File: src/verilog/aud_params.svh
`ifndef AUD_PARAMS_SVH
`define AUD_PARAMS_SVH

// codec word width
`define AUD_SAMPLE_W 16

// on-chip sample store
`define AUD_ADDR_W 10
`define AUD_DEPTH 1024

// speed field, factor N is field + 1
`define AUD_SPEED_W 3
`define AUD_SPEED_MAX 8

`endif

File: src/verilog/aud_pkg.sv
`include "aud_params.svh"

package aud_pkg;

// one codec sample, two's complement
typedef logic signed [`AUD_SAMPLE_W-1:0] sample_t;

// sample store address
typedef logic [`AUD_ADDR_W-1:0] addr_t;

// one extra bit so a completely full store is representable
typedef logic [`AUD_ADDR_W:0] len_t;

// playback speed field
typedef logic [`AUD_SPEED_W-1:0] speed_t;

// captured left word from the ADC
typedef struct packed {
	logic    valid;
	sample_t data;
} sample_beat_t;

endpackage

File: src/verilog/i2s_serializer.sv
`timescale 1ns/1ps
`include "aud_params.svh"

module i2s_serializer (
	input  logic             i_AUD_BCLK,
	input  logic             i_rst_n,
	input  logic             i_lrck,
	input  logic             i_valid,
	input  aud_pkg::sample_t i_sample,
	output logic             o_ready,
	output logic             o_dacdat
);

localparam int CNT_W = $clog2(`AUD_SAMPLE_W + 1);

logic             lrck_r;
logic             lrck_fall;
logic             accept;
logic             hold_valid_r;
aud_pkg::sample_t hold_r;
aud_pkg::sample_t shift_r;
logic [CNT_W-1:0] bit_cnt_r;

assign lrck_fall = lrck_r & ~i_lrck;
assign o_ready   = ~hold_valid_r;
assign accept    = i_valid & o_ready;

// silent outside the 16 left-word bits, right word is always zero
assign o_dacdat = (bit_cnt_r != '0) & shift_r[`AUD_SAMPLE_W-1];

always_ff @(posedge i_AUD_BCLK or posedge i_rst_n) begin
	if (i_rst_n) begin
		lrck_r       <= 1'b0;
		hold_valid_r <= 1'b0;
		bit_cnt_r    <= '0;
	end else begin
		lrck_r <= i_lrck;
		if (accept) begin
			hold_valid_r <= 1'b1;
		end else if (lrck_fall) begin
			hold_valid_r <= 1'b0;
		end
		if (lrck_fall) begin
			bit_cnt_r <= CNT_W'(`AUD_SAMPLE_W);
		end else if (bit_cnt_r != '0) begin
			bit_cnt_r <= bit_cnt_r - 1'b1;
		end
	end
end

always_ff @(posedge i_AUD_BCLK) begin
	if (accept) begin
		hold_r <= i_sample;
	end
	// an empty holding register plays a zero word
	if (lrck_fall) begin
		shift_r <= hold_valid_r ? hold_r : '0;
	end else begin
		shift_r <= shift_r << 1;
	end
end

endmodule

File: config.mk
export PLATFORM = sky130hd
export DESIGN_NAME = i2s_serializer
export DESIGN_NICKNAME = d
export VERILOG_FILES = /design/src/verilog/aud_pkg.sv /design/src/verilog/i2s_serializer.sv
export VERILOG_INCLUDE_DIRS = /design/src /design/src/verilog
export SDC_FILE = /design/constraint.sdc
export NUM_CORES = 1
export LEC_CHECK = 0
export BUFFER_PORTS_ARGS = -buffer_cell sky130_fd_sc_hd__buf_2
export CORE_MARGIN = 4
export CORE_UTILIZATION = 30
export DETAILED_ROUTE_END_ITERATION = 8
export SLEW_MARGIN = 20
export SYNTH_ARGS = -nofsm -noshare
export SYNTH_HDL_FRONTEND = slang
export SYNTH_SLANG_ARGS = --single-unit
File: constraint.sdc
create_clock -name i_AUD_BCLK -period 1.8 [get_ports i_AUD_BCLK]
set_clock_uncertainty 0.2 [all_clocks]
set_input_delay 0.18 -clock i_AUD_BCLK [delete_from_list [all_inputs] [get_ports i_AUD_BCLK]]
set_output_delay 0.18 -clock i_AUD_BCLK [all_outputs]
set_load 0.01 [all_outputs]
==> out/qor.txt <==
DRT antenna net count: 0
Total grt overflow: 0
Synthesized area: 1360 sq um
Max clock buf depth: 2
Vias/cell: 4.35
Yosys reg bits: 39
WL final: 2400 microns
Core area: 4350 sq um
Final setup violation count: 2
DRC Markers: 0
Initial antenna violation count: 0
Pre-CTS WS: 5.27 ps
Initial Util: 31.1%
Final weighted congestion in routability-driven placement: 0.740
Worst relative slew slack: 59.6%
Syn Nets: 139
Max-slew violation count: 0
VDD IR max: 458 uV
R2R depth: 6
Worst Max-Slew Pin Slew: 606 ps
IO Pins: 22
Hold Crit Class: in -> async
Synth warn: 0
Crit path DAT: 1650 ps
R2r endpoint: bit_cnt_r[0]$_DFFE_PP0P_
Worst setup margin: -229 ps
Async S/R FF share, synth: 17.9%
CTS tree: yes
Count of different cell masters after synthesis: 24
Synth cell count leaders: nand2_1, dfxtp_1, edfxtp_1
Vias: 948
Nets@finish: 186
Worst-Skew Late Latency: 280 ps
Top cell type's share of synthesized area: 35.4%
Worst-path clk slew: 70 ps
Final hold violations: 0
Pwr Density: 1220 nW/um^2
Tot Pwr: 2.26 mW
Max Cap Violations: 0
Die X: 75.2 microns
ANT cells: 0
Seq/Total Area, Yosys: 72.0%
Die height: 75.2 microns
Post-synth EDFFs: 16
R2R Setup Slk: -10 ps
Clock Sinks: 39
CP startpoint kind: register
Setup TNS: -242 ps
Critical Path Start: bit_cnt_r[1]$_DFFE_PP0P_
DP HPWL: 1510 microns
First-pass GRT wire length: 3910 microns
Failing checks: setup timing
Req. time, crit path: 1420 ps
Layout cell share with drive strength beyond 1: 25.3%
Worst reg2reg path startpoint: bit_cnt_r[1]$_DFFE_PP0P_
I/O Buffers: 21
Initial DRC count: 34
TritonCTS Buffers: 5
Most frequent cell after synthesis: nand2_1
CP Max Fanout: 3
Tot GR Track Use: 9.51%
Main synth FF type: edfxtp_1
H-tree Lvls: 2
Row count: 24
Kind of end point of the critical path: output port
LEAKAGE: 0.824 nW
Pre-antenna DRT Iters: 4
FMAX: 0.493 GHz
WL/cell: 11.0 microns
Gate Count Post-Synth: 118
Final core occ: 42.4%
WS Path Type: reg -> out
Largest cells by area after synthesis: edfxtp_1, dfxtp_1, dfrtp_1
Largest net degree at the start of global routing: 21
Die footprint: 5660 sq um
Minimum clock period: 2030 ps
Area Overhead vs Synth: 36.2%
Syn avg cell area: 11.5 sq um
Run status: finished with violations
Final period utilization: 113%
Root buf cell: clkbuf_8
Vias in the first global route: 977
RSZ-0062 raised after global routing: yes
Dominant cell type by area after synthesis: edfxtp_1
worst max path at each step:
stage | end | slack [ps] | depth (start not counted)
after floorplan | o_dacdat | 50 | 5
after global placement | o_dacdat | 60 | 5
after detailed placement | o_dacdat | 5 | 5
after CTS | o_dacdat | -240 | 5
after global routing | o_dacdat | -280 | 5
final | o_dacdat | -230 | 5
through the flow:
stage / hold WS [ps] / area (sq um) / instances
2_1_floorplan: -217 / 1360 / 118
3_3_place_gp: -82.7 / 1540 / 189
3_5_place_dp: -70.5 / 1540 / 189
4_1_cts: 162 / 1820 / 216
5_1_grt: 200 / 1850 / 218
6_report: 170 / 1850 / 218
state kept, by name, indices dropped and copies added, names as in the netlist:
| name | cells |
|---|---|
| bit_cnt_r | 5 |
| hold_r | 16 |
| hold_valid_r | 1 |
| lrck_r | 1 |
| shift_r | 16 |
placed cells by master (no fill, tap or decap), drive strengths merged, types with 2 or more instances in the layout:
master	Yosys	routed
nand2	32	32
buf	2	29
dlygate4sd3	0	18
edfxtp	16	16
dfxtp	16	16
nand3	15	15
dfrtp	7	7
clkbuf	5	7
inv	6	6
a21oi	2	2
nand2b	2	2
nor2b	2	2
nor2	2	2
logic make-up (layout without fill, tap and decap cells):
group	Yosys count	after routing	share of synthesized area, %
adder cells (fa/ha/maj)	1	1	0.922
AND/OR/NAND/NOR	58	58	19.5
buffers and inverters	13	61	3.69
XOR/XNOR	1	1	0.646
flip-flops	39	39	72.0
AO/OA/AOI/OAI	6	6	3.32
critical path, cell delays in order (launching register included):
cell	delay, ps
dfrtp_1	400
inv_1	70
ha_2	170
or4b_4	460
and2_4	150
buf_6	110
layer usage:
metal | up-vias | routed length [microns] | part of all wire, % | track usage, %
met5 | - | 0 | 0 | 0
met4 | 0 | 52 | 2.2 | 7.18
met3 | 4 | 104 | 4.3 | 3.20
met2 | 21 | 1260 | 52 | 16.8
met1 | 442 | 990 | 41 | 8.98
li1 | 481 | - | - | -
cell type report:
class                           instances  area (sq um)
Clock inverter                          1          5.00
Timing Repair Buffer                   47           352
Clock buffer                            7          76.3
Tap cell                               52          65.1
Multi-Input combinational cell         66           350
Fill cell                             412          2510
Inverter                                6          22.5
Sequential cell                        39           976
where the power goes:
| group | switching [mW] | total [mW] | internal, mW |
|---|---|---|---|
| logic | 0.257 | 0.547 | 0.291 |
| clock network | 0.273 | 0.545 | 0.271 |
| registers | 0.0760 | 1.16 | 1.09 |
| total | 0.606 | 2.26 | 1.65 |
timing repair:
item / 4_1_cts / 5_1_grt
gates cloned: 0 / 0
hold buffers: 18 / 0
hold endpoints to repair: 24 / 0
gates resized for setup: 4 / 2
pin swaps: 1 / 2
setup endpoints to repair: 1 / 3
setup buffers: 1 / 3
(Power assumes the default switching activity.)
