--- src/verilog/aud_params.svh ---
`ifndef AUD_PARAMS_SVH
`define AUD_PARAMS_SVH

// codec word width
`define AUD_SAMPLE_W 16

// on-chip sample store
`define AUD_ADDR_W 10
`define AUD_DEPTH 1024

// speed field, factor N is field + 1
`define AUD_SPEED_W 3
`define AUD_SPEED_MAX 8

`endif

--- src/verilog/aud_pkg.sv ---
`include "aud_params.svh"

package aud_pkg;

// one codec sample, two's complement
typedef logic signed [`AUD_SAMPLE_W-1:0] sample_t;

// sample store address
typedef logic [`AUD_ADDR_W-1:0] addr_t;

// one extra bit so a completely full store is representable
typedef logic [`AUD_ADDR_W:0] len_t;

// playback speed field
typedef logic [`AUD_SPEED_W-1:0] speed_t;

// captured left word from the ADC
typedef struct packed {
	logic    valid;
	sample_t data;
} sample_beat_t;

endpackage

--- src/verilog/ctrl_pkg.sv ---
package ctrl_pkg;

// recorder FSM states, also shown on the status output
typedef enum logic [2:0] {
	ST_STOP       = 3'd0,
	ST_RECD       = 3'd1,
	ST_RECD_PAUSE = 3'd2,
	ST_PLAY       = 3'd3,
	ST_PLAY_PAUSE = 3'd4
} ctrl_state_e;

// playback modes
typedef enum logic [1:0] {
	PM_NORMAL     = 2'd0,
	PM_FAST       = 2'd1,
	PM_SLOW_CONST = 2'd2,
	PM_SLOW_LIN   = 2'd3
} play_mode_e;

// controller to dsp
// start is a single-cycle pulse, run a level for the whole play phase
typedef struct packed {
	logic            start;
	logic            run;
	play_mode_e      mode;
	aud_pkg::speed_t speed;
} play_cmd_t;

endpackage

--- src/verilog/recorder_ctrl.sv ---
`timescale 1ns/1ps

module recorder_ctrl (
	input  logic                  i_AUD_BCLK,
	input  logic                  i_rst_n,
	input  logic                  i_key_rec,
	input  logic                  i_key_play,
	input  logic                  i_key_stop,
	input  ctrl_pkg::play_mode_e  i_mode,
	input  aud_pkg::speed_t       i_speed,
	input  logic                  i_full,
	input  logic                  i_play_done,
	output logic                  o_rec_en,
	output logic                  o_rec_clear,
	output ctrl_pkg::play_cmd_t   o_cmd,
	output ctrl_pkg::ctrl_state_e o_status
);

ctrl_pkg::ctrl_state_e state_r, state_w;
ctrl_pkg::play_mode_e  mode_r, mode_w;
aud_pkg::speed_t       speed_r, speed_w;
logic                  key_rec_r, key_play_r, key_stop_r;
logic                  rec_fall, play_fall, stop_fall;
logic                  start_w;

// keys idle high, a press pulls them low
assign rec_fall  = key_rec_r & ~i_key_rec;
assign play_fall = key_play_r & ~i_key_play;
assign stop_fall = key_stop_r & ~i_key_stop;

assign o_status    = state_r;
assign o_rec_en    = (state_r == ctrl_pkg::ST_RECD);
assign o_cmd.start = start_w;
assign o_cmd.run   = (state_r == ctrl_pkg::ST_PLAY);
assign o_cmd.mode  = mode_r;
assign o_cmd.speed = speed_r;

always_comb begin
	state_w     = state_r;
	mode_w      = mode_r;
	speed_w     = speed_r;
	start_w     = 1'b0;
	o_rec_clear = 1'b0;
	case (state_r)
		ctrl_pkg::ST_STOP: begin
			if (rec_fall) begin
				state_w     = ctrl_pkg::ST_RECD;
				o_rec_clear = 1'b1;
			end else if (play_fall) begin
				// mode and speed are frozen for the whole playback
				state_w = ctrl_pkg::ST_PLAY;
				start_w = 1'b1;
				mode_w  = i_mode;
				speed_w = i_speed;
			end
		end
		ctrl_pkg::ST_RECD: begin
			if (i_full) begin
				state_w = ctrl_pkg::ST_STOP;
			end else if (rec_fall) begin
				state_w = ctrl_pkg::ST_RECD_PAUSE;
			end
		end
		ctrl_pkg::ST_RECD_PAUSE: begin
			if (rec_fall) begin
				state_w = ctrl_pkg::ST_RECD;
			end else if (stop_fall) begin
				state_w = ctrl_pkg::ST_STOP;
			end
		end
		ctrl_pkg::ST_PLAY: begin
			if (i_play_done) begin
				state_w = ctrl_pkg::ST_STOP;
			end else if (play_fall) begin
				state_w = ctrl_pkg::ST_PLAY_PAUSE;
			end
		end
		ctrl_pkg::ST_PLAY_PAUSE: begin
			if (play_fall) begin
				state_w = ctrl_pkg::ST_PLAY;
			end else if (stop_fall) begin
				state_w = ctrl_pkg::ST_STOP;
			end
		end
		default: state_w = ctrl_pkg::ST_STOP;
	endcase
end

always_ff @(posedge i_AUD_BCLK or posedge i_rst_n) begin
	if (i_rst_n) begin
		state_r    <= ctrl_pkg::ST_STOP;
		mode_r     <= ctrl_pkg::PM_NORMAL;
		speed_r    <= '0;
		key_rec_r  <= 1'b1;
		key_play_r <= 1'b1;
		key_stop_r <= 1'b1;
	end else begin
		state_r    <= state_w;
		mode_r     <= mode_w;
		speed_r    <= speed_w;
		key_rec_r  <= i_key_rec;
		key_play_r <= i_key_play;
		key_stop_r <= i_key_stop;
	end
end

endmodule

--- config.mk ---
export PLATFORM = sky130hd
export DESIGN_NAME = recorder_ctrl
export DESIGN_NICKNAME = d
export VERILOG_FILES = /design/src/verilog/aud_pkg.sv /design/src/verilog/ctrl_pkg.sv /design/src/verilog/recorder_ctrl.sv
export VERILOG_INCLUDE_DIRS = /design/src /design/src/verilog
export SDC_FILE = /design/constraint.sdc
export NUM_CORES = 1
export LEC_CHECK = 0
export BUFFER_PORTS_ARGS = -buffer_cell sky130_fd_sc_hd__buf_2
export CORE_AREA = 4 4 41 43
export CTS_BUF_LIST = sky130_fd_sc_hd__clkbuf_16
export CTS_CLUSTER_SIZE = 28
export DETAILED_ROUTE_END_ITERATION = 7
export DIE_AREA = 0 0 45 47
export GPL_TIMING_DRIVEN = 1
export HOLD_SLACK_MARGIN = 0.03
export PLACE_DENSITY = 0.77
export SYNTH_ARGS = -nofsm -noshare
export SYNTH_HDL_FRONTEND = slang
export SYNTH_SLANG_ARGS = --single-unit
--- constraint.sdc ---
create_clock -name i_AUD_BCLK -period 2.4 [get_ports i_AUD_BCLK]
set_input_delay 0.24 -clock i_AUD_BCLK [delete_from_list [all_inputs] [get_ports i_AUD_BCLK]]
set_output_delay 0.24 -clock i_AUD_BCLK [all_outputs]
set_load 0.02 [all_outputs]
==> results.rst <==
.. list-table::
   :header-rows: 1

   * - Metric
     - Value
   * - Pin count of the biggest net entering global routing
     - 12
   * - Sinks on the clock net
     - 11
   * - Maximum count of clock buffers along a single path
     - 2
   * - Critical path data arrival time
     - 1540 ps
   * - Met2 GRT Util
     - 19.5%
   * - Slew at the pin closest to its max-slew limit
     - 446 ps
   * - Later-pin clock latency in the skew report
     - 230 ps
   * - Share of the yosys chip area belonging to registers
     - 52.0%
   * - Routing usage on met1
     - 16.7%
   * - Top-level port count
     - 24
   * - Critical setup path kind
     - flip-flop to primary output
   * - Count of final hold-check violations
     - 0
   * - Slowest cell on the critical path
     - dfstp_2
   * - Global routing's busiest layer
     - met2
   * - Setup tns final
     - 0 ps
   * - Area Growth Syn to Fin
     - 38.0%
   * - Leakage power
     - 0.356 nW
   * - Share of final-layout standard cells stronger than drive strength 1
     - 54.9%
   * - Kind of start point of the critical path
     - flip-flop
   * - Buf+Inv Stages, Crit Path
     - 1
   * - Std-Cell Rows
     - 13
   * - Area after detailed placement
     - 652 um2
   * - Grt ovf
     - 0
   * - Master cell of the clock root buffer
     - clkbuf_16
   * - Result of the run
     - finished clean
   * - DP HPWL
     - 840 um
   * - Initial core utilization
     - 41.3%
   * - Crit-path max cell delay
     - 520 ps
   * - Clock tree from TritonCTS
     - built
   * - Count of antenna-violating nets left after detailed routing
     - 0
   * - Synth warnings
     - 0
   * - Total wire length
     - 1110 um
   * - Commonest cells after routing, fill and taps aside
     - buf_2 (23), dfrtp_1 (8), mux2_2 (6)
   * - Most common cell after layout, fill and taps aside
     - buf_2
   * - Path category of the worst min-delay check
     - input pin to flip-flop
   * - RSZ-0062 raised after global routing
     - false
   * - Initial DRC Count
     - 2
   * - Power per standard cell area
     - 1300 nW/um2
   * - Number of nets in the layout
     - 84
   * - Data required time at the worst endpoint
     - 2160 ps
   * - Mapped Area
     - 537 um2
   * - Placeable core region
     - 1300 um2
   * - Final worst-path cycle share
     - 74.2%
   * - Cells traversed along the worst timing path
     - nand2b_2 -> nor4b_4 -> buf_2
   * - Global routing usage summed across all routing layers
     - 12.7%
   * - Minimum setup slack in the final design
     - 618 ps
   * - Average footprint of a synthesized cell
     - 11.9 um2
   * - Post-synth net total
     - 57
   * - Via count of the first global-routing pass
     - 427
   * - Register bit total from synthesis
     - 11
   * - Post-CTS Hold Buffers
     - 1
   * - Diodes inserted
     - 0
   * - Period minus WS final
     - 1780 ps
   * - Horizontal die dimension
     - 45 um
   * - Input/output buffers
     - 23
   * - Vert. Die Dim
     - 47 um
   * - First-pass GRT wire length
     - 1900 um
   * - Number of gates resized after CTS
     - 0
   * - Worst slew slack as a fraction of its limit
     - 70.2%
   * - Number of antenna violations at the first check in global routing
     - 0
   * - Cell type group with the largest total delay on the critical path
     - simple AND/OR/NAND/NOR gates
   * - Number of endpoints failing setup at the final stage
     - 0
   * - Post-route design area
     - 741 um2
   * - Endpoint type of the worst setup path
     - primary output
   * - Clk_skew
     - 1.99 ps
   * - Post-Route Hold Slack
     - 115 ps
   * - Total number of H-tree levels
     - 1
   * - Final count of pins violating max slew
     - 0
   * - Utilization after layout
     - 56.9%
   * - Total number of vias
     - 425
   * - Final estimated routing congestion in global placement
     - 0.799
   * - Worst voltage drop across the vdd grid
     - 715 uV
   * - Routed wirelength normalized by instance count
     - 12.9 um
   * - Max-cap violations
     - 0
   * - Clock transition at the register clock pins on the worst setup and hold paths after CTS
     - 40 ps
   * - Detailed-routing iteration count for the pre-antenna-repair pass
     - 3
   * - TritonCTS buffer count
     - 3
   * - Number of design rule violations left after detail routing
     - 0
   * - Met3 demand-to-capacity share in global routing
     - 2.68%
   * - Fmax achieved
     - 0.561 GHz
   * - Area of the die
     - 2120 um2
   * - Average via count per standard cell
     - 4.94
   * - Count of mapped cells out of synthesis
     - 45
   * - Setup slack at placement
     - 810 ps
   * - Worst-path maximum fanout
     - 6
   * - Setup fix buffers added after clock tree synthesis
     - 0
   * - Number of distinct library cells after synthesis
     - 22
[kinds of logic after synthesis]
group / share of synthesized area (%)
AND/OR/NAND/NOR: 19.1
flip-flops: 52.0
buffers and inverters: 4.90
AO/OA/AOI/OAI: 11.4
multiplexers: 12.6
[per-layer routing]
metal / up-vias / part of all wire, %
li1: 213 / -
met3: 0 / 8.5
met5: - / 0
met4: 0 / 0
met1: 193 / 45
met2: 19 / 46
[synthesized netlist by cell type]
| master | count | area, um2 |
|---|---|---|
| a2111oi_0 | 1 | 8.76 |
| a21oi_1 | 2 | 10.0 |
| buf_4 | 1 | 7.51 |
| buf_6 | 1 | 11.3 |
| dfrtp_1 | 8 | 200 |
| dfstp_2 | 3 | 78.8 |
| inv_1 | 2 | 7.51 |
| mux2_2 | 6 | 67.6 |
| nand2_1 | 2 | 7.51 |
| nand2b_1 | 2 | 12.5 |
| nand2b_2 | 1 | 8.76 |
| nor2_1 | 3 | 11.3 |
| nor2_2 | 1 | 6.26 |
| nor2b_1 | 3 | 18.8 |
| nor3_1 | 1 | 5.00 |
| nor4b_1 | 1 | 8.76 |
| nor4b_4 | 1 | 23.8 |
| o211ai_1 | 1 | 7.51 |
| o21ai_0 | 2 | 10.0 |
| o22ai_1 | 1 | 6.26 |
| o31ai_1 | 1 | 7.51 |
| o32a_2 | 1 | 11.3 |
[layout make-up]
type,count,area (um2)
Sequential cell,11,279
Clock buffer,3,75.1
Multi-Input combinational cell,30,231
Timing Repair Buffer,24,125
Inverter,2,7.51
Tap cell,15,18.8
Clock inverter,1,3.75
Fill cell,125,561
[path summary, 6_finish.rpt]
check,startpoint,end,slack (ps),cells past startpoint
setup / recovery,key_play_r,o_cmd[6],620,3
hold / removal,i_key_stop,key_stop_r,120,1
setup reg to reg,key_play_r,speed_r[1],830,3
hold reg to reg,speed_r[2],speed_r[2],500,1
max in group asynchronous,i_rst_n,key_rec_r,1540,3
min in group asynchronous,i_rst_n,o_status[2],530,3
[sequential cells by signal, indices dropped and copies added (netlist names)]
register	cells
key_play_r	1
key_rec_r	1
key_stop_r	1
speed_r	3
mode_r	2
o_status	3
[where the power goes]
group          internal [mW]  switching (mW)  total, mW
clock network          0.218          0.0755      0.294
registers              0.251          0.0659      0.317
logic                  0.149           0.207      0.356
total                  0.618           0.349      0.967
[stage by stage]
stage / cells / power, mW
CTS: 86 / 0.975
floorplan: 45 / 0.574
global placement: 81 / 0.667
finish: 86 / 0.967
detailed placement: 81 / 0.676
global route: 86 / 1.03
(Power assumes the default switching activity.)
