### config.mk
export PLATFORM = sky130hd
export DESIGN_NAME = speed_dsp
export DESIGN_NICKNAME = d
export VERILOG_FILES = /design/src/verilog/aud_pkg.sv /design/src/verilog/ctrl_pkg.sv /design/src/verilog/speed_dsp.sv
export VERILOG_INCLUDE_DIRS = /design/src /design/src/verilog
export SDC_FILE = /design/constraint.sdc
export NUM_CORES = 1
export LEC_CHECK = 0
export ABC_AREA = 1
export BUFFER_PORTS_ARGS = -buffer_cell sky130_fd_sc_hd__buf_2
export CORE_ASPECT_RATIO = 1.1
export CORE_MARGIN = 4
export CORE_UTILIZATION = 45
export DETAILED_ROUTE_END_ITERATION = 7
export PLACE_DENSITY_LB_ADDON = 0.05
export SYNTH_ARGS = -nofsm -noshare
export SYNTH_HDL_FRONTEND = slang
export SYNTH_SLANG_ARGS = --single-unit
### constraint.sdc
create_clock -name i_AUD_BCLK -period 31.7 [get_ports i_AUD_BCLK]
set_input_delay 1.585 -clock i_AUD_BCLK [delete_from_list [all_inputs] [get_ports i_AUD_BCLK]]
set_output_delay 1.585 -clock i_AUD_BCLK [all_outputs]
set_load 0.05 [all_outputs]
### src/verilog/aud_params.svh
`ifndef AUD_PARAMS_SVH
`define AUD_PARAMS_SVH

// codec word width
`define AUD_SAMPLE_W 16

// on-chip sample store
`define AUD_ADDR_W 10
`define AUD_DEPTH 1024

// speed field, factor N is field + 1
`define AUD_SPEED_W 3
`define AUD_SPEED_MAX 8

`endif

### src/verilog/aud_pkg.sv
`include "aud_params.svh"

package aud_pkg;

// one codec sample, two's complement
typedef logic signed [`AUD_SAMPLE_W-1:0] sample_t;

// sample store address
typedef logic [`AUD_ADDR_W-1:0] addr_t;

// one extra bit so a completely full store is representable
typedef logic [`AUD_ADDR_W:0] len_t;

// playback speed field
typedef logic [`AUD_SPEED_W-1:0] speed_t;

// captured left word from the ADC
typedef struct packed {
	logic    valid;
	sample_t data;
} sample_beat_t;

endpackage

### src/verilog/ctrl_pkg.sv
package ctrl_pkg;

// recorder FSM states, also shown on the status output
typedef enum logic [2:0] {
	ST_STOP       = 3'd0,
	ST_RECD       = 3'd1,
	ST_RECD_PAUSE = 3'd2,
	ST_PLAY       = 3'd3,
	ST_PLAY_PAUSE = 3'd4
} ctrl_state_e;

// playback modes
typedef enum logic [1:0] {
	PM_NORMAL     = 2'd0,
	PM_FAST       = 2'd1,
	PM_SLOW_CONST = 2'd2,
	PM_SLOW_LIN   = 2'd3
} play_mode_e;

// controller to dsp
// start is a single-cycle pulse, run a level for the whole play phase
typedef struct packed {
	logic            start;
	logic            run;
	play_mode_e      mode;
	aud_pkg::speed_t speed;
} play_cmd_t;

endpackage

### src/verilog/speed_dsp.sv
`timescale 1ns/1ps
`include "aud_params.svh"

module speed_dsp (
	input  logic                i_AUD_BCLK,
	input  logic                i_rst_n,
	input  ctrl_pkg::play_cmd_t i_cmd,
	input  aud_pkg::len_t       i_len,
	input  logic                i_rd_ready,
	input  aud_pkg::sample_t    i_rd_data,
	input  logic                i_rd_data_valid,
	input  logic                i_out_ready,
	output logic                o_rd_valid,
	output aud_pkg::addr_t      o_rd_addr,
	output logic                o_out_valid,
	output aud_pkg::sample_t    o_out_sample,
	output logic                o_done
);

typedef enum logic [2:0] {
	D_IDLE,
	D_FETCH_A,
	D_WAIT_A,
	D_FETCH_B,
	D_WAIT_B,
	D_EMIT,
	D_FIN
} dsp_state_e;

// 65536 / N rounded up, N = 1 .. 8
localparam logic [16:0] RECIP [`AUD_SPEED_MAX] = '{
	17'd65536, 17'd32768, 17'd21846, 17'd16384,
	17'd13108, 17'd10923, 17'd9363, 17'd8192
};

dsp_state_e         state_r, state_w;
aud_pkg::len_t      idx_r, idx_w;
aud_pkg::speed_t    k_r, k_w;
aud_pkg::sample_t   cur_r, nxt_r;
aud_pkg::len_t      step_w, idx_next;
logic               lin, slow, last_rep, has_next;
logic signed [16:0] diff_w;
logic signed [39:0] prod_w;
aud_pkg::sample_t   lin_sample;

assign lin      = (i_cmd.mode == ctrl_pkg::PM_SLOW_LIN);
assign slow     = lin | (i_cmd.mode == ctrl_pkg::PM_SLOW_CONST);
assign last_rep = (k_r == i_cmd.speed);
assign has_next = (idx_r + aud_pkg::len_t'(1)) < i_len;

// fast mode skips N samples, every other mode steps by one
assign step_w   = (i_cmd.mode == ctrl_pkg::PM_FAST) ?
		aud_pkg::len_t'(i_cmd.speed) + aud_pkg::len_t'(1) : aud_pkg::len_t'(1);
assign idx_next = idx_r + step_w;

// s[i] + (s[i+1] - s[i]) * k / N
assign diff_w     = nxt_r - cur_r;
assign prod_w     = diff_w * $signed({1'b0, k_r}) * $signed({1'b0, RECIP[i_cmd.speed]});
assign lin_sample = cur_r + aud_pkg::sample_t'(prod_w >>> 16);

assign o_out_valid  = (state_r == D_EMIT) & i_cmd.run;
assign o_out_sample = lin ? lin_sample : cur_r;
assign o_done       = (state_r == D_FIN) & i_cmd.run;

always_comb begin
	state_w    = state_r;
	idx_w      = idx_r;
	k_w        = k_r;
	o_rd_valid = 1'b0;
	o_rd_addr  = aud_pkg::addr_t'(idx_r);
	case (state_r)
		D_FETCH_A: begin
			o_rd_valid = i_cmd.run;
			if (i_cmd.run && i_rd_ready) begin
				state_w = D_WAIT_A;
			end
		end
		D_WAIT_A: begin
			if (i_rd_data_valid) begin
				state_w = (lin && has_next) ? D_FETCH_B : D_EMIT;
			end
		end
		D_FETCH_B: begin
			o_rd_valid = i_cmd.run;
			o_rd_addr  = aud_pkg::addr_t'(idx_r + aud_pkg::len_t'(1));
			if (i_cmd.run && i_rd_ready) begin
				state_w = D_WAIT_B;
			end
		end
		D_WAIT_B: begin
			if (i_rd_data_valid) begin
				state_w = D_EMIT;
			end
		end
		D_EMIT: begin
			if (o_out_valid && i_out_ready) begin
				if (slow && !last_rep) begin
					k_w = k_r + 1'b1;
				end else begin
					k_w     = '0;
					idx_w   = idx_next;
					state_w = (idx_next < i_len) ? D_FETCH_A : D_FIN;
				end
			end
		end
		D_FIN: begin
			if (i_cmd.run) begin
				state_w = D_IDLE;
			end
		end
		default: ;
	endcase
	// restart from the first sample
	if (i_cmd.start) begin
		idx_w   = '0;
		k_w     = '0;
		state_w = (i_len == '0) ? D_FIN : D_FETCH_A;
	end
end

always_ff @(posedge i_AUD_BCLK or posedge i_rst_n) begin
	if (i_rst_n) begin
		state_r <= D_IDLE;
		idx_r   <= '0;
		k_r     <= '0;
	end else begin
		state_r <= state_w;
		idx_r   <= idx_w;
		k_r     <= k_w;
	end
end

always_ff @(posedge i_AUD_BCLK) begin
	if (state_r == D_WAIT_A && i_rd_data_valid) begin
		cur_r <= i_rd_data;
		// last index interpolates against itself
		nxt_r <= i_rd_data;
	end
	if (state_r == D_WAIT_B && i_rd_data_valid) begin
		nxt_r <= i_rd_data;
	end
end

endmodule
==> impl_metrics.env <==
export IMPL_outcome="finished clean"
export IMPL_grtUsageMet2_pct=41.7
export IMPL_fin_crit_ps=14520
export IMPL_antenna_found_initial=0
export IMPL_criticalPathCategory="flip-flop to primary output"
export IMPL_cts_inserted_buffers=5
export IMPL_viasPerCell=5.04
export IMPL_pwr_share_comb_pct=69.7
export IMPL_cts_tree="done"
export IMPL_tns_ps=0
export IMPL_finalNetCount=2736
export IMPL_top_level_ports=68
export IMPL_timing_hold_worst_start="idx_r[10]"
export IMPL_grt_usage_pct=23.8
export IMPL_site_row_count=74
export IMPL_power_density_relative_to_cell_area_nw_per_um2=26.5
export IMPL_grt_met3_usage_pct=2.78
export IMPL_post_synth_main_area_contributors="fa_1 37%, ha_1 13%, inv_1 13%"
export IMPL_final_setup_skew_ps=5.16
export IMPL_clock_power_share_pct=11.8
export IMPL_synth_edff_count=32
export IMPL_sw_frac_of_total_pct=53.5
export IMPL_leakagePower_nw=9.86
export IMPL_cts_root_buffer="clkbuf_16"
export IMPL_pwr_share_seq_pct=18.5
export IMPL_antenna_left=0
export IMPL_maxClockFrequency_mhz=68.8
export IMPL_power_report_internal_total_uw=224
export IMPL_post_place_cells=2687
export IMPL_cts_setup_buffers=0
export IMPL_timing_reg2reg_setup_slack_ps=28450
export IMPL_worst_r2r_cell_count=17
export IMPL_grt_busiest_layer="met2"
export IMPL_cts_hold_buffers_added=0
export IMPL_yosysTopAreaCellShare_pct=37.0
export IMPL_synth_area_um2=17200
export IMPL_detailedRoute_firstPassIterationCount=7
export IMPL_timing_critical_path_slowest_stage_cell="xor2_1"
export IMPL_num_vias=13600
export IMPL_fin_crit_sh_pct=45.8
export IMPL_grt_pass1_wl_um=77800
export IMPL_max_slew_margin_pct=14.9
export IMPL_post_route_drc_count=0
export IMPL_diodes=0
export IMPL_min_path_type="flip-flop to flip-flop"
export IMPL_critical_path_reg2reg_startpoint="idx_r[0]"
export IMPL_syn_mean_instance_area_um2=7.99
export IMPL_dr_first_iter_drc_count=656
export IMPL_die_h_um=213
export IMPL_cts_htree_levels=2
export IMPL_final_setup_worst_slack_ps=17180
export IMPL_total_power_consumption_uw=482
export IMPL_wl_um=47700
export IMPL_finalWeightedCongestion=0.927
export IMPL_start_util_pct=45.9
export IMPL_postPlaceCellArea_um2=18000
export IMPL_maximum_cell_stage_delay_along_the_critical_path_ps=590
export IMPL_worstReg2RegEnd="state_r[2]"
export IMPL_mostFrequentLayoutCell="inv_1"
export IMPL_timing_hold_worst_path_depth=2
export IMPL_yosys_register_bits=49
export IMPL_timing_final_setup_violations=0
export IMPL_critical_path_max_fanout=7
export IMPL_synth_cells=2149
export IMPL_globalRouteOverflowTotal=0
export IMPL_synth_flop_cell="edfxtp_1"
export IMPL_arrival_worst_endpoint_ps=12940
export IMPL_unrepaired_setup_endpoints_after_global_routing="no"
export IMPL_synth_area_leader_cell="fa_1"
export IMPL_core_area_um2=37400
export IMPL_switching_power_uw=258
export IMPL_end_kind="primary output"
export IMPL_number_of_max_cap_violations=0
export IMPL_final_hold_violation_count=0
export IMPL_final_core_utilization_pct=48.7
export IMPL_dp_worst_setup_slack_ps=17470
export IMPL_via_count_of_the_first_global_routing_pass=14500
export IMPL_critical_path_top_delay_family="adder cells"
export IMPL_synth_seq_area_share_pct=8.08
export IMPL_ctsLongestPathBuffers=2
export IMPL_worst_slew_pin_slew_ps=1270
export IMPL_worst_ep_required_time_ps=30120
export IMPL_chipWidth_um=194
export IMPL_slew_violations=0
export IMPL_largest_net_degree_at_the_start_of_global_routing=21
export IMPL_final_layout_size_suffix_gt1_share_pct=6.95
export IMPL_port_buffer_count=67
export IMPL_finalInstanceArea_um2=18200
export IMPL_most_used_cells_in_the_layout_excluding_fill_and_tap_cells="577 x inv_1, 317 x fa_1, 282 x nor2_1"
export IMPL_post_cts_resized=0
export IMPL_grt_use_met1_pct=32.3
export IMPL_fp_dieArea_um2=41300
export IMPL_numClockSinks=49
export IMPL_critical_path_buf_inv_count=8
export IMPL_post_drt_wl_per_cell_um=17.7
export IMPL_ys_warnings_count=0
export IMPL_startpoint_type="flip-flop"
export IMPL_clk_transition_reported_paths_ps=60
export IMPL_instances_no_fill=2695
export IMPL_holdWs_ps=603
export IMPL_holdPathEnd="idx_r[10]"
export IMPL_synth_lib_cells_used_distinct=50
export IMPL_dp_hpwl_um=42300
export IMPL_max_vdd_ir_drop_v=0.0000481
export IMPL_synth_net_count=2685
export IMPL_critical_path_cell_count=52
export IMPL_async_reset_ff_share_pct=34.7
export IMPL_area_overhead_vs_synth_pct=6.04
export IMPL_clock_insertion_delay_worst_skew_ps=290
-- how the worst max path moves through the flow --
| stage | from | endpoint | slack [ps] |
|---|---|---|---|
| floorplan | cur_r[0] | o_out_sample[9] | 19420 |
| global placement | cur_r[0] | o_out_sample[11] | 17400 |
| detailed placement | cur_r[0] | o_out_sample[11] | 17470 |
| CTS | cur_r[0] | o_out_sample[11] | 17040 |
| global route | cur_r[0] | o_out_sample[11] | 16350 |
| finish | cur_r[0] | o_out_sample[11] | 17180 |
-- cells in the mapped netlist (3+ instances only) --
master,number
nor4_1,5
xor2_1,56
o21bai_1,3
a21oi_1,92
nand2_4,6
xnor2_1,21
nor3_1,9
clkinv_1,5
nand2_1,276
o21ai_0,54
o21ai_1,10
ha_1,180
clkbuf_1,25
inv_2,12
nand3_1,54
o22ai_1,12
a31oi_1,4
nor2_2,5
nor2_1,282
nor2_4,3
dfrtp_1,17
nand3_2,10
nand2_2,13
edfxtp_1,32
a21o_1,10
inv_1,577
fa_1,317
or2_2,16
o2111ai_1,3
buf_2,3
nand3b_1,4
nand4_1,8
-- sequential cells by signal, summed over array words and instances (netlist names) --
| register | cells |
|---|---|
| state_r | 3 |
| nxt_r | 16 |
| idx_r | 11 |
| k_r | 3 |
| cur_r | 16 |
-- cell families after synthesis --
| family | after synthesis | synth area share [%] |
|---|---|---|
| AOI/OAI and AO/OA | 204 | 6.61 |
| xor gates and xnor gates | 77 | 3.93 |
| adders and majority gates | 497 | 50.1 |
| buffers and inverters | 623 | 13.7 |
| DFF | 49 | 8.08 |
| and+or+nand+nor | 699 | 17.6 |
-- per-layer routing --
| layer | routed length, um | vias up |
|---|---|---|
| met5 | 0 | - |
| met4 | 959 | 0 |
| met3 | 2390 | 58 |
| met2 | 23200 | 362 |
| met1 | 21100 | 6637 |
| li1 | - | 6532 |
-- worst reg2reg max path: stages (launching register included) --
cell     delay, ps
dfrtp_1        470
ha_1           270
fa_1           430
nand3_1        120
nand2_1         60
nand2_1         80
nor2_1          70
xor2_1         180
inv_1           70
ha_1           290
nand2_1         50
o21ai_0        200
a31oi_1        120
o21ai_0        310
nand2_1        120
nand3_1         90
nand2_1         50
a22oi_1        170
-- power by group through the flow --
stage / Combinational [mW] / Clock, mW / Sequential (mW)
2_1_floorplan: 0.243 / 0 / 0.0873
3_3_place_gp: 0.336 / 0 / 0.0904
3_5_place_dp: 0.335 / 0 / 0.0904
4_1_cts: 0.339 / 0.0591 / 0.0892
5_1_grt: 0.379 / 0.0617 / 0.0906
6_report: 0.336 / 0.0567 / 0.0892
-- area by class of cell --
type | instances | area [um^2]
clock buffer | 7 | 154
inverter | 594 | 2230
fill | 3813 | 19200
sequential | 49 | 1390
tap | 494 | 618
clock inverter | 1 | 5.00
timing repair buffer | 73 | 380
multi-input combinational | 1477 | 13400
(Power assumes the default switching activity.)
