**config.mk**
```make
export PLATFORM = sky130hd
export DESIGN_NAME = i2s_capture
export DESIGN_NICKNAME = d
export VERILOG_FILES = /design/src/verilog/aud_pkg.sv /design/src/verilog/i2s_capture.sv
export VERILOG_INCLUDE_DIRS = /design/src /design/src/verilog
export SDC_FILE = /design/constraint.sdc
export NUM_CORES = 1
export LEC_CHECK = 0
export CAP_MARGIN = 5
export CORE_MARGIN = 2
export CORE_UTILIZATION = 40
export DETAILED_ROUTE_END_ITERATION = 8
export DONT_BUFFER_PORTS = 1
export HOLD_SLACK_MARGIN = 0.15
export SLEW_MARGIN = 20
export SYNTH_ARGS = -nofsm -noshare
export SYNTH_HDL_FRONTEND = slang
export SYNTH_SLANG_ARGS = --single-unit
export TNS_END_PERCENT = 100
```
**constraint.sdc**
```tcl
create_clock -name i_AUD_BCLK -period 2.84 [get_ports i_AUD_BCLK]
set_clock_uncertainty 0.05 [all_clocks]
set_input_delay 0.284 -clock i_AUD_BCLK [delete_from_list [all_inputs] [get_ports i_AUD_BCLK]]
set_output_delay 0.284 -clock i_AUD_BCLK [all_outputs]
set_load 0.01 [all_outputs]
```
**src/verilog/aud_params.svh**
```systemverilog
`ifndef AUD_PARAMS_SVH
`define AUD_PARAMS_SVH

// codec word width
`define AUD_SAMPLE_W 16

// on-chip sample store
`define AUD_ADDR_W 10
`define AUD_DEPTH 1024

// speed field, factor N is field + 1
`define AUD_SPEED_W 3
`define AUD_SPEED_MAX 8

`endif

```
**src/verilog/aud_pkg.sv**
```systemverilog
`include "aud_params.svh"

package aud_pkg;

// one codec sample, two's complement
typedef logic signed [`AUD_SAMPLE_W-1:0] sample_t;

// sample store address
typedef logic [`AUD_ADDR_W-1:0] addr_t;

// one extra bit so a completely full store is representable
typedef logic [`AUD_ADDR_W:0] len_t;

// playback speed field
typedef logic [`AUD_SPEED_W-1:0] speed_t;

// captured left word from the ADC
typedef struct packed {
	logic    valid;
	sample_t data;
} sample_beat_t;

endpackage

```
**src/verilog/i2s_capture.sv**
```systemverilog
`timescale 1ns/1ps
`include "aud_params.svh"

module i2s_capture (
	input  logic                  i_AUD_BCLK,
	input  logic                  i_rst_n,
	input  logic                  i_lrck,
	input  logic                  i_adcdat,
	output aud_pkg::sample_beat_t o_beat
);

localparam int CNT_W = $clog2(`AUD_SAMPLE_W + 1);

logic             lrck_r;
logic             lrck_fall;
logic [CNT_W-1:0] bit_cnt_r;
logic             beat_valid_r;
aud_pkg::sample_t shift_r;

// low half of lrck is the left channel
assign lrck_fall = lrck_r & ~i_lrck;

// shift register already holds the full word once the count runs out
assign o_beat.valid = beat_valid_r;
assign o_beat.data  = shift_r;

always_ff @(posedge i_AUD_BCLK or posedge i_rst_n) begin
	if (i_rst_n) begin
		lrck_r       <= 1'b0;
		bit_cnt_r    <= '0;
		beat_valid_r <= 1'b0;
	end else begin
		lrck_r       <= i_lrck;
		beat_valid_r <= 1'b0;
		if (lrck_fall) begin
			// edge that sees the fall carries no data bit
			bit_cnt_r <= CNT_W'(`AUD_SAMPLE_W);
		end else if (bit_cnt_r != '0) begin
			bit_cnt_r    <= bit_cnt_r - 1'b1;
			beat_valid_r <= (bit_cnt_r == CNT_W'(1));
		end
	end
end

// msb first
always_ff @(posedge i_AUD_BCLK) begin
	if (!lrck_fall && bit_cnt_r != '0) begin
		shift_r <= {shift_r[`AUD_SAMPLE_W-2:0], i_adcdat};
	end
end

endmodule

```
==> impl_metrics.yaml, run 1 <==
status:
  outcome: "completed"
grt:
  grt-ovfl-total: 0
  grt_max_degree: 17
  grt_pass1_vias: 389
  antenna_found_initial: 0
  grt_pass1_wl_um: 1994
  grtUsageTotal: 0.1104
synthesis:
  yosys_warnings: 0
  synth_area_leaders: "edfxtp_1 57%, dfrtp_1 21%, ha_1 3.0%"
  yosysSeqAreaShare: 0.7844
  syn-cell-area_um2: 835.8
  netlist-cell-type-count: 19
  syn-num-nets: 56
  yosysTopAreaCell: "edfxtp_1"
  synth.avg_cell_area_um2: 16.72
  synth_flop_cell: "edfxtp_1"
  yosysMostFrequentCell: "edfxtp_1"
  synthAdderAreaFrac: 0.02994
  ys_seq_elements: 23
  synth_edf_count: 16
  synthXorXnorAreaFrac: 0.01048
  netlist_instances: 50
  ys_async_sr_fraction: 0.3043
  synth_compound_area_frac: 0.03593
  synth_simple_gate_area_frac: 0.1108
  synth_top_family_by_area: "simple AND/OR/NAND/NOR gates"
  yosys-mux-area-fraction: 0
  yosysTopAreaCellShare: 0.5749
  synth_commonest_cells: "16 x edfxtp_1, 7 x dfrtp_1, 4 x nor2_1"
min_path:
  worstHoldStart: "i_lrck"
  hp-class: "in2reg"
clock_network:
  numCtsBuffers: 3
  cts_tree: "built"
  cts_sinks: 23
  worstSkewPairLatency_ns: 0.30
  ctsLongestPathBuffers: 2
  clockRootBuffer: "clkbuf_4"
  cts-resized-gates: 0
  cts_max_level: 1
  clkTransAtPathRegs_ns: 0.11
placed_design:
  dpl.hpwl_um: 822.1
  globalplace.congestion: 0.6865
  portBuffers: 0
  placed_cell_area_um2: 864.6
setup_path:
  path_buf_inv: 2
  cp.arrival_ns: 2.05
  setup.worst_path.class: "reg2reg"
  start_kind: "flip-flop"
  crit_required_ns: 2.85
  crit_start: "bit_cnt_r[0]$_DFFE_PP0P_"
  path_delay_family: "simple AND/OR/NAND/NOR gates"
  end_kind: "flip-flop"
  cpMaxStageDelayCell: "or4b_1"
  cp_max_fo: 16
  max_stage_delay_ns: 0.58
  crit-reg2reg-launch: "bit_cnt_r[0]$_DFFE_PP0P_"
  critical_path.cell_chain: "inv_1, ha_1, or4b_1, nor2b_1, buf_4"
power_and_ir_drop:
  p_sw_frac: 0.3170
  clockPowerShare: 0.146
  p_comb_frac: 0.180
  p_total_uw: 975.9
  sequentialPowerShare: 0.674
  p_leak_uw: 0.0003577
  power.internal_uw: 666.6
  power_switching_uw: 309.3
  vdd_drop_max_mv: 0.4959
  power_density_nw_per_um2: 1060
timing:
  tightest_slew_ns: 0.5081
  min_period_ns: 2.045
  slew_violations: 0
  hold_viol_final: 0
  fin_setup_tns_ns: 0
  fmax_mhz: 489.0
  fin_crit_sh: 0.7201
  finalSetupViolCount: 0
  grt_setup_unrepaired: "false"
  maxSlewHeadroom: 0.6606
die:
  start_util: 0.4260
  die_area_um2: 2471
  core_um2: 1962
  rows: 16
  die_y_um: 49.71
  pin_count: 21
  die_w_um: 49.71
finish:
  area.growth.synth_to_final_pct: 10.18
  design_area_um2: 920.9
  antenna_cells: 0
  final_layout_size_suffix_gt1_frac: 0.08929
  nNetsFinal: 63
  final_util: 0.4694
detailed_routing:
  viasPerCell: 4.711
  drc_errors: 0
  drtIter0Drc: 7
  first_pass_iters: 4
  antenna_left: 0
  drt-total-wl_um: 1184
  via_count: 391
  drt-wirelength-per-cell_um: 14.27
run:
  maxCapViolCount: 0
## sequential cells by signal, indices dropped and copies added (netlist names)
signal	count
shift_r	16
bit_cnt_r	5
beat_valid_r	1
lrck_r	1
## final timing paths
check | cells past startpoint | end | slack (ns)
worst min register to register | 1 | bit_cnt_r[4]$_DFFE_PP0P_ | 0.48
worst max-delay path | 5 | shift_r[14]$_DFFE_PP_ | 0.79
worst max register to register | 5 | shift_r[14]$_DFFE_PP_ | 0.79
worst min-delay path | 2 | bit_cnt_r[0]$_DFFE_PP0P_ | 0.18
min in group asynchronous | 2 | bit_cnt_r[0]$_DFFE_PP0P_ | 0.29
max in group asynchronous | 2 | bit_cnt_r[3]$_DFFE_PP0P_ | 2.23
## power by group through the flow
| stage | logic, uW | clock network [uW] | registers (uW) |
|---|---|---|---|
| 2_1_floorplan | 149 | 0 | 638 |
| 3_3_place_gp | 167 | 0 | 664 |
| 3_5_place_dp | 177 | 0 | 669 |
| 4_1_cts | 180 | 150 | 662 |
| 5_1_grt | 204 | 163 | 680 |
| 6_report | 176 | 143 | 658 |
## cells by family (layout without fill, tap and decap cells)
| kind of cell | count (synthesis) | in the layout |
|---|---|---|
| DFF | 23 | 23 |
| buffers and inverters | 5 | 11 |
| and+or+nand+nor | 15 | 15 |
| xor gates and xnor gates | 1 | 1 |
| AOI/OAI and AO/OA | 4 | 4 |
| adders and majority gates | 2 | 2 |
## per-stage QoR
| stage | setup slack (ns) | instances | hold slack [ns] |
|---|---|---|---|
| after floorplan | 0.6625 | 50 | 0.03740 |
| after global placement | 0.8350 | 76 | 0.07336 |
| after detailed placement | 0.8084 | 76 | 0.08223 |
| after CTS | 0.7849 | 83 | 0.1661 |
| after global routing | 0.6893 | 83 | 0.1779 |
| final | 0.7949 | 83 | 0.1798 |
## cells in the final DEF (no fill, tap or decap)
master / instances
clkbuf_4: 3
or4b_1: 1
nand2_1: 1
a211oi_2: 1
and4b_1: 1
dfrtp_1: 7
edfxtp_1: 16
a21o_1: 1
dlygate4sd3_1: 3
nand2b_1: 1
a21oi_1: 2
nor3_1: 1
ha_1: 2
clkbuf_1: 1
inv_1: 3
nor2_1: 4
or2b_1: 2
nor2b_1: 2
nand3b_1: 2
buf_4: 1
xnor2_1: 1
## repair_timing
| item | CTS | global route |
|---|---|---|
| hold buffers | 3 | 0 |
| buffers inserted | 0 | 0 |
| hold endpoints to repair | 9 | 0 |
## layer usage
layer | wire length [um] | vias up | GRT usage
met5 | 0 | - | 0
met4 | 0 | 0 | 0.02778
met3 | 76 | 0 | 0.06667
met2 | 543 | 14 | 0.1467
met1 | 564 | 190 | 0.1521
li1 | - | 187 | -
## final cells by class
| type | instances | area, um2 |
|---|---|---|
| fillers | 177 | 1041 |
| repair buffers | 4 | 37.54 |
| clock buffers | 4 | 26.28 |
| inverters | 3 | 11.26 |
| multi-input cells | 22 | 156.4 |
| flip-flops and latches | 23 | 655.6 |
| well taps | 27 | 33.78 |
Note: power is estimated with default switching activity, not from simulation.
==> run 2: changes to the inputs <==
clock period = 2 ns   (was 2.84 ns; I/O delays follow)
==> impl_metrics.yaml, run 2 (synthesis gave the netlist of run 1 again) <==
setup_path:
  max_stage_delay_ns: 0.43
  crit-reg2reg-launch: "bit_cnt_r[0]$_DFFE_PP0P_"
  rrSetupSlack_ns: 0.31
  r2r_end: "shift_r[7]$_DFFE_PP_"
  crit_start: "bit_cnt_r[0]$_DFFE_PP0P_"
  cpMaxStageDelayCell: "dfrtp_1"
  cp_max_fo: 16
  start_kind: "flip-flop"
  rr_worst_depth: 4
  critical_path.cell_chain: "inv_1, ha_1, or4b_1, nor2b_4"
  path_buf_inv: 1
  cp.arrival_ns: 1.60
  end_kind: "flip-flop"
  path_delay_family: "simple AND/OR/NAND/NOR gates"
  setup.worst_path.class: "reg2reg"
  crit_required_ns: 1.92
min_path:
  hp-class: "in2reg"
  whs_path_depth: 3
  worstHoldStart: "i_lrck"
  whs_endpoint: "bit_cnt_r[0]$_DFFE_PP0P_"
detailed_routing:
  top_layer: "met3"
  drt-total-wl_um: 1343
  met1_length_um: 615
  drc_errors: 0
  viasPerCell: 4.694
  drt-wirelength-per-cell_um: 15.80
  via_count: 399
  antenna_left: 0
  wl_met3_um: 70
  wl_met2_um: 657
  drtIter0Drc: 4
  first_pass_iters: 2
die:
  rows: 16
  start_util: 0.4260
  die_w_um: 49.71
  core_um2: 1962
  pin_count: 21
  die_area_um2: 2471
  die_y_um: 49.71
finish:
  mostFrequentLayoutCells: "16 x edfxtp_1, 7 x dfrtp_1, 4 x nor2_1"
  nNetsFinal: 65
  final_util: 0.4815
  antenna_cells: 0
  regMostFlops: "shift_r"
  fillers: 186
  mostFrequentLayoutCell: "edfxtp_1"
  area.growth.synth_to_final_pct: 13.02
  fin_cells: 85
  final_layout_size_suffix_gt1_frac: 0.1552
  largestRegisters: "shift_r: 16 flops, bit_cnt_r: 5 flops"
  largest_reg_flops: 16
grt:
  grt_pass1_wl_um: 2159
  antenna_found_initial: 0
  grt_pass1_vias: 419
  grtUsageTotal: 0.1247
  grt-ovfl-total: 0
  grt_max_degree: 17
timing:
  fin_setup_tns_ns: 0
  tightest_slew_ns: 0.4507
  fmax_mhz: 592.9
  finalSetupViolCount: 0
  fin_crit_sh: 0.8433
  slew_violations: 0
  hold_viol_final: 0
  min_period_ns: 1.687
  grt_setup_unrepaired: "false"
  maxSlewHeadroom: 0.6989
power_and_ir_drop:
  p_sw_frac: 0.3260
  power_density_nw_per_um2: 1515
  power.internal_uw: 964.2
  clockPowerShare: 0.144
  p_leak_uw: 0.0003802
  p_comb_frac: 0.197
  p_total_uw: 1431
  power_switching_uw: 466.5
  sequentialPowerShare: 0.659
  vdd_drop_max_mv: 0.8259
clock_network:
  clockRootBuffer: "clkbuf_4"
  ctsLongestPathBuffers: 2
  cts_max_level: 1
  cts_sinks: 23
  worstSkewPairLatency_ns: 0.31
  numCtsBuffers: 3
  clkTransAtPathRegs_ns: 0.11
  cts_tree: "built"
run:
  maxCapViolCount: 0
placed_design:
  dp.cells: 78
  portBuffers: 0
  dpl.hpwl_um: 945.3
  globalplace.congestion: 0.7278
status:
  outcome: "completed"
==> run 2: cell count changes in the layout (fill, tap and decap cells not counted) <==
cell | previous run | this run
clkinv_2 | 0 | 1
nor2b_4 | 0 | 1
buf_4 | 1 | 3
nor2b_1 | 2 | 1
clkbuf_1 | 1 | 0
==> run 2: stage by stage <==
step	hold WS, ns	setup WS, ns	cell area, um2
6_report	0.1923	0.3135	944.7
3_3_place_gp	-0.008041	0.1430	882.1
3_5_place_dp	0.004273	0.06478	882.1
4_1_cts	0.1610	0.04625	939.7
2_1_floorplan	-0.04660	0.1121	838.3
5_1_grt	0.1803	0.1975	944.7
==> run 2: cell type report <==
cell class                 count  area (um2)  share of cell area
timing repair buffer           6       52.55             0.05563
clock buffer                   3       22.52             0.02384
multi-input combinational     22       163.9              0.1735
clock inverter                 1       5.005            0.005298
sequential                    23       655.6              0.6940
tap                           27       33.78             0.03576
inverter                       3       11.26             0.01192
==> run 2: worst reg2reg max path, stage by stage, from the launching register on <==
cell and delay (ns):
dfrtp_1 0.43, inv_1 0.06, ha_1 0.21, or4b_1 0.18, nor2b_4 0.42
==> run 2: power by group through the flow <==
stage               Clock (uW)  Combinational, uW  Sequential [uW]
detailed placement           0                276              959
finish                     207                281              943
global placement             0                260              945
floorplan                    0                213              906
global route               241                314              972
CTS                        219                282              949
==> run 2: worst max path at each step <==
stage	endpoint	depth (start not counted)
after floorplan	shift_r[0]$_DFFE_PP_	5
after global routing	shift_r[7]$_DFFE_PP_	4
after CTS	shift_r[7]$_DFFE_PP_	4
after detailed placement	shift_r[12]$_DFFE_PP_	4
after global placement	shift_r[15]$_DFFE_PP_	4
final	shift_r[7]$_DFFE_PP_	4
==> run 2: timing repair <==
| action | 4_1_cts | 5_1_grt |
|---|---|---|
| hold buffers | 3 | 0 |
| endpoints found under the setup margin | 0 | 16 |
| endpoints found under the hold margin | 9 | 0 |
| buffers inserted | 0 | 0 |
| resized for setup | 0 | 1 |
==> run 2: routing by layer <==
layer	track usage	vias to the layer above
met5	0	-
met4	0.04167	0
met3	0.04848	0
met2	0.1956	15
met1	0.1579	192
li1	-	192
==> run 3: changes to the inputs <==
ABC_AREA = 1   (was not set)
clock period = 1.7 ns   (was 2 ns; I/O delays follow)
==> impl_metrics.yaml, run 3 <==
detailed_routing:
  viasPerCell: 4.745
  drc_errors: 0
  top_layer: "met3"
  drt-wirelength-per-cell_um: 12.54
  via_count: 446
  wl_met3_um: 62
  first_pass_iters: 4
  antenna_left: 0
  drt-total-wl_um: 1179
  met1_length_um: 554
  drtIter0Drc: 6
  wl_met2_um: 562
synthesis:
  synth_edf_count: 16
  synth.avg_cell_area_um2: 14.37
  yosysTopAreaCellShare: 0.5573
  yosys_warnings: 0
  yosysTopAreaCell: "edfxtp_1"
  syn-cell-area_um2: 862.1
  ys_async_sr_fraction: 0.3043
  synth_commonest_cells: "16 x edfxtp_1, 12 x nand2_1, 8 x inv_1"
  ys_seq_elements: 23
  netlist-cell-type-count: 15
  synth_area_leaders: "edfxtp_1 56%, dfrtp_1 20%, nand2_1 5.2%"
  yosysSeqAreaShare: 0.7605
  netlist_instances: 60
  yosysMostFrequentCell: "edfxtp_1"
  syn-num-nets: 66
  synth_flop_cell: "edfxtp_1"
power_and_ir_drop:
  power_switching_uw: 580.0
  power_density_nw_per_um2: 1762
  power.internal_uw: 1119
  p_sw_frac: 0.3413
  clockPowerShare: 0.139
  sequentialPowerShare: 0.645
  p_leak_uw: 0.0004118
  p_comb_frac: 0.216
  vdd_drop_max_mv: 1.032
  p_total_uw: 1699
placed_design:
  globalplace.congestion: 0.7686
  portBuffers: 0
  dpl.hpwl_um: 878
clock_network:
  cts.hold.buffers_added: 3
  clkTransAtPathRegs_ns: 0.11
  cts-resized-gates: 0
  clockRootBuffer: "clkbuf_4"
  ctsLongestPathBuffers: 2
  cts_sinks: 23
  numCtsBuffers: 3
  cts_setup_buffers: 0
  worstSkewPairLatency_ns: 0.30
  cts_tree: "built"
  cts_max_level: 1
finish:
  nNetsFinal: 74
  largestRegisters: "shift_r: 16 flops, bit_cnt_r: 5 flops"
  regMostFlops: "shift_r"
  antenna_cells: 0
  area.growth.synth_to_final_pct: 11.90
  largest_reg_flops: 16
  mostFrequentLayoutCells: "16 x edfxtp_1, 12 x nand2_1, 8 x inv_1"
  final_layout_size_suffix_gt1_frac: 0.1343
  mostFrequentLayoutCell: "edfxtp_1"
setup_path:
  crit_start: "bit_cnt_r[0]$_DFFE_PP0P_"
  path_delay_family: "flip-flops"
  cp.arrival_ns: 1.46
  crit_required_ns: 1.67
  r2r_end: "shift_r[4]$_DFFE_PP_"
  critical_path.cell_chain: "inv_1, ha_1, nand3_4, nand2_1, inv_1, buf_12"
  start_kind: "flip-flop"
  path_buf_inv: 3
  rr_worst_depth: 6
  crit_end: "shift_r[4]$_DFFE_PP_"
  path_depth: 6
  rrSetupSlack_ns: 0.21
  cpMaxStageDelayCell: "dfrtp_1"
  cp_max_fo: 16
  setup.worst_path.class: "reg2reg"
  crit_top_cell: "inv_1"
  end_kind: "flip-flop"
  crit-reg2reg-launch: "bit_cnt_r[0]$_DFFE_PP0P_"
  max_stage_delay_ns: 0.38
grt:
  grt_pass1_wl_um: 1973
  grt_max_degree: 17
  antenna_found_initial: 0
  grtUsageTotal: 0.1072
  grt_pass1_vias: 415
  grt-ovfl-total: 0
die:
  rows: 16
  die_area_um2: 2543
  die_w_um: 50.43
  core_um2: 2002
  die_y_um: 50.43
  pin_count: 21
  start_util: 0.4306
timing:
  hold_viol_final: 0
  slew_violations: 0
  finalSetupViolCount: 0
  fin_setup_tns_ns: 0
  maxSlewHeadroom: 0.7984
  fmax_mhz: 670.6
  grt_setup_unrepaired: "false"
  min_period_ns: 1.491
  fin_crit_sh: 0.8771
  tightest_slew_ns: 0.3021
status:
  outcome: "completed"
run:
  maxCapViolCount: 0
min_path:
  hp-class: "in2async"
-- run 3: cell families (layout without fill, tap and decap cells) --
kind of cell  after synthesis  after routing  synth area share
xor+xnor                    1              1           0.01016
fa+ha+maj                   2              2           0.02902
buf+inv                    10             17           0.04790
simple gates               24             24            0.1524
flops                      23             23            0.7605
-- run 3: power groups by stage --
stage	registers [uW]	clock network (uW)	logic (uW)
2_1_floorplan	1070	0	289
3_3_place_gp	1110	0	357
3_5_place_dp	1120	0	363
4_1_cts	1100	254	374
5_1_grt	1130	272	422
6_report	1100	236	367
-- run 3: through the flow --
stage               hold slack, ns  cell area, um2  worst slack [ns]  instances  utilization
finish                      0.1910           964.7            0.2089         94       0.4819
global placement          -0.03508           908.4            0.2417         87       0.4538
floorplan                 -0.07660           862.1            0.1085         60            -
CTS                         0.1738           964.7            0.2003         94       0.4819
global route                0.1992           964.7            0.1115         94       0.4819
detailed placement        -0.02976           908.4            0.2146         87       0.4538
-- run 3: worst min path at each step --
stage | from | endpoint | slack [ns] | depth (start not counted)
6_report | i_rst_n | beat_valid_r$_DFF_PP0_ | 0.19 | 2
4_1_cts | i_rst_n | beat_valid_r$_DFF_PP0_ | 0.17 | 2
3_3_place_gp | i_rst_n | beat_valid_r$_DFF_PP0_ | -0.04 | 1
5_1_grt | i_rst_n | beat_valid_r$_DFF_PP0_ | 0.20 | 2
2_1_floorplan | i_rst_n | beat_valid_r$_DFF_PP0_ | -0.08 | 1
3_5_place_dp | i_rst_n | bit_cnt_r[4]$_DFFE_PP0P_ | -0.03 | 1
-- run 3: layer usage --
layer,up-vias,track usage
met4,0,0.01351
met2,15,0.1601
li1,211,-
met3,0,0.05060
met1,220,0.1474
met5,-,0
-- run 3: cell type report --
type	instances	area [um2]
clock buffer	4	26.28
fill	183	1037
inverter	9	33.78
multi-input combinational	27	165.2
sequential	23	655.6
tap	27	33.78
timing repair buffer	4	50.05
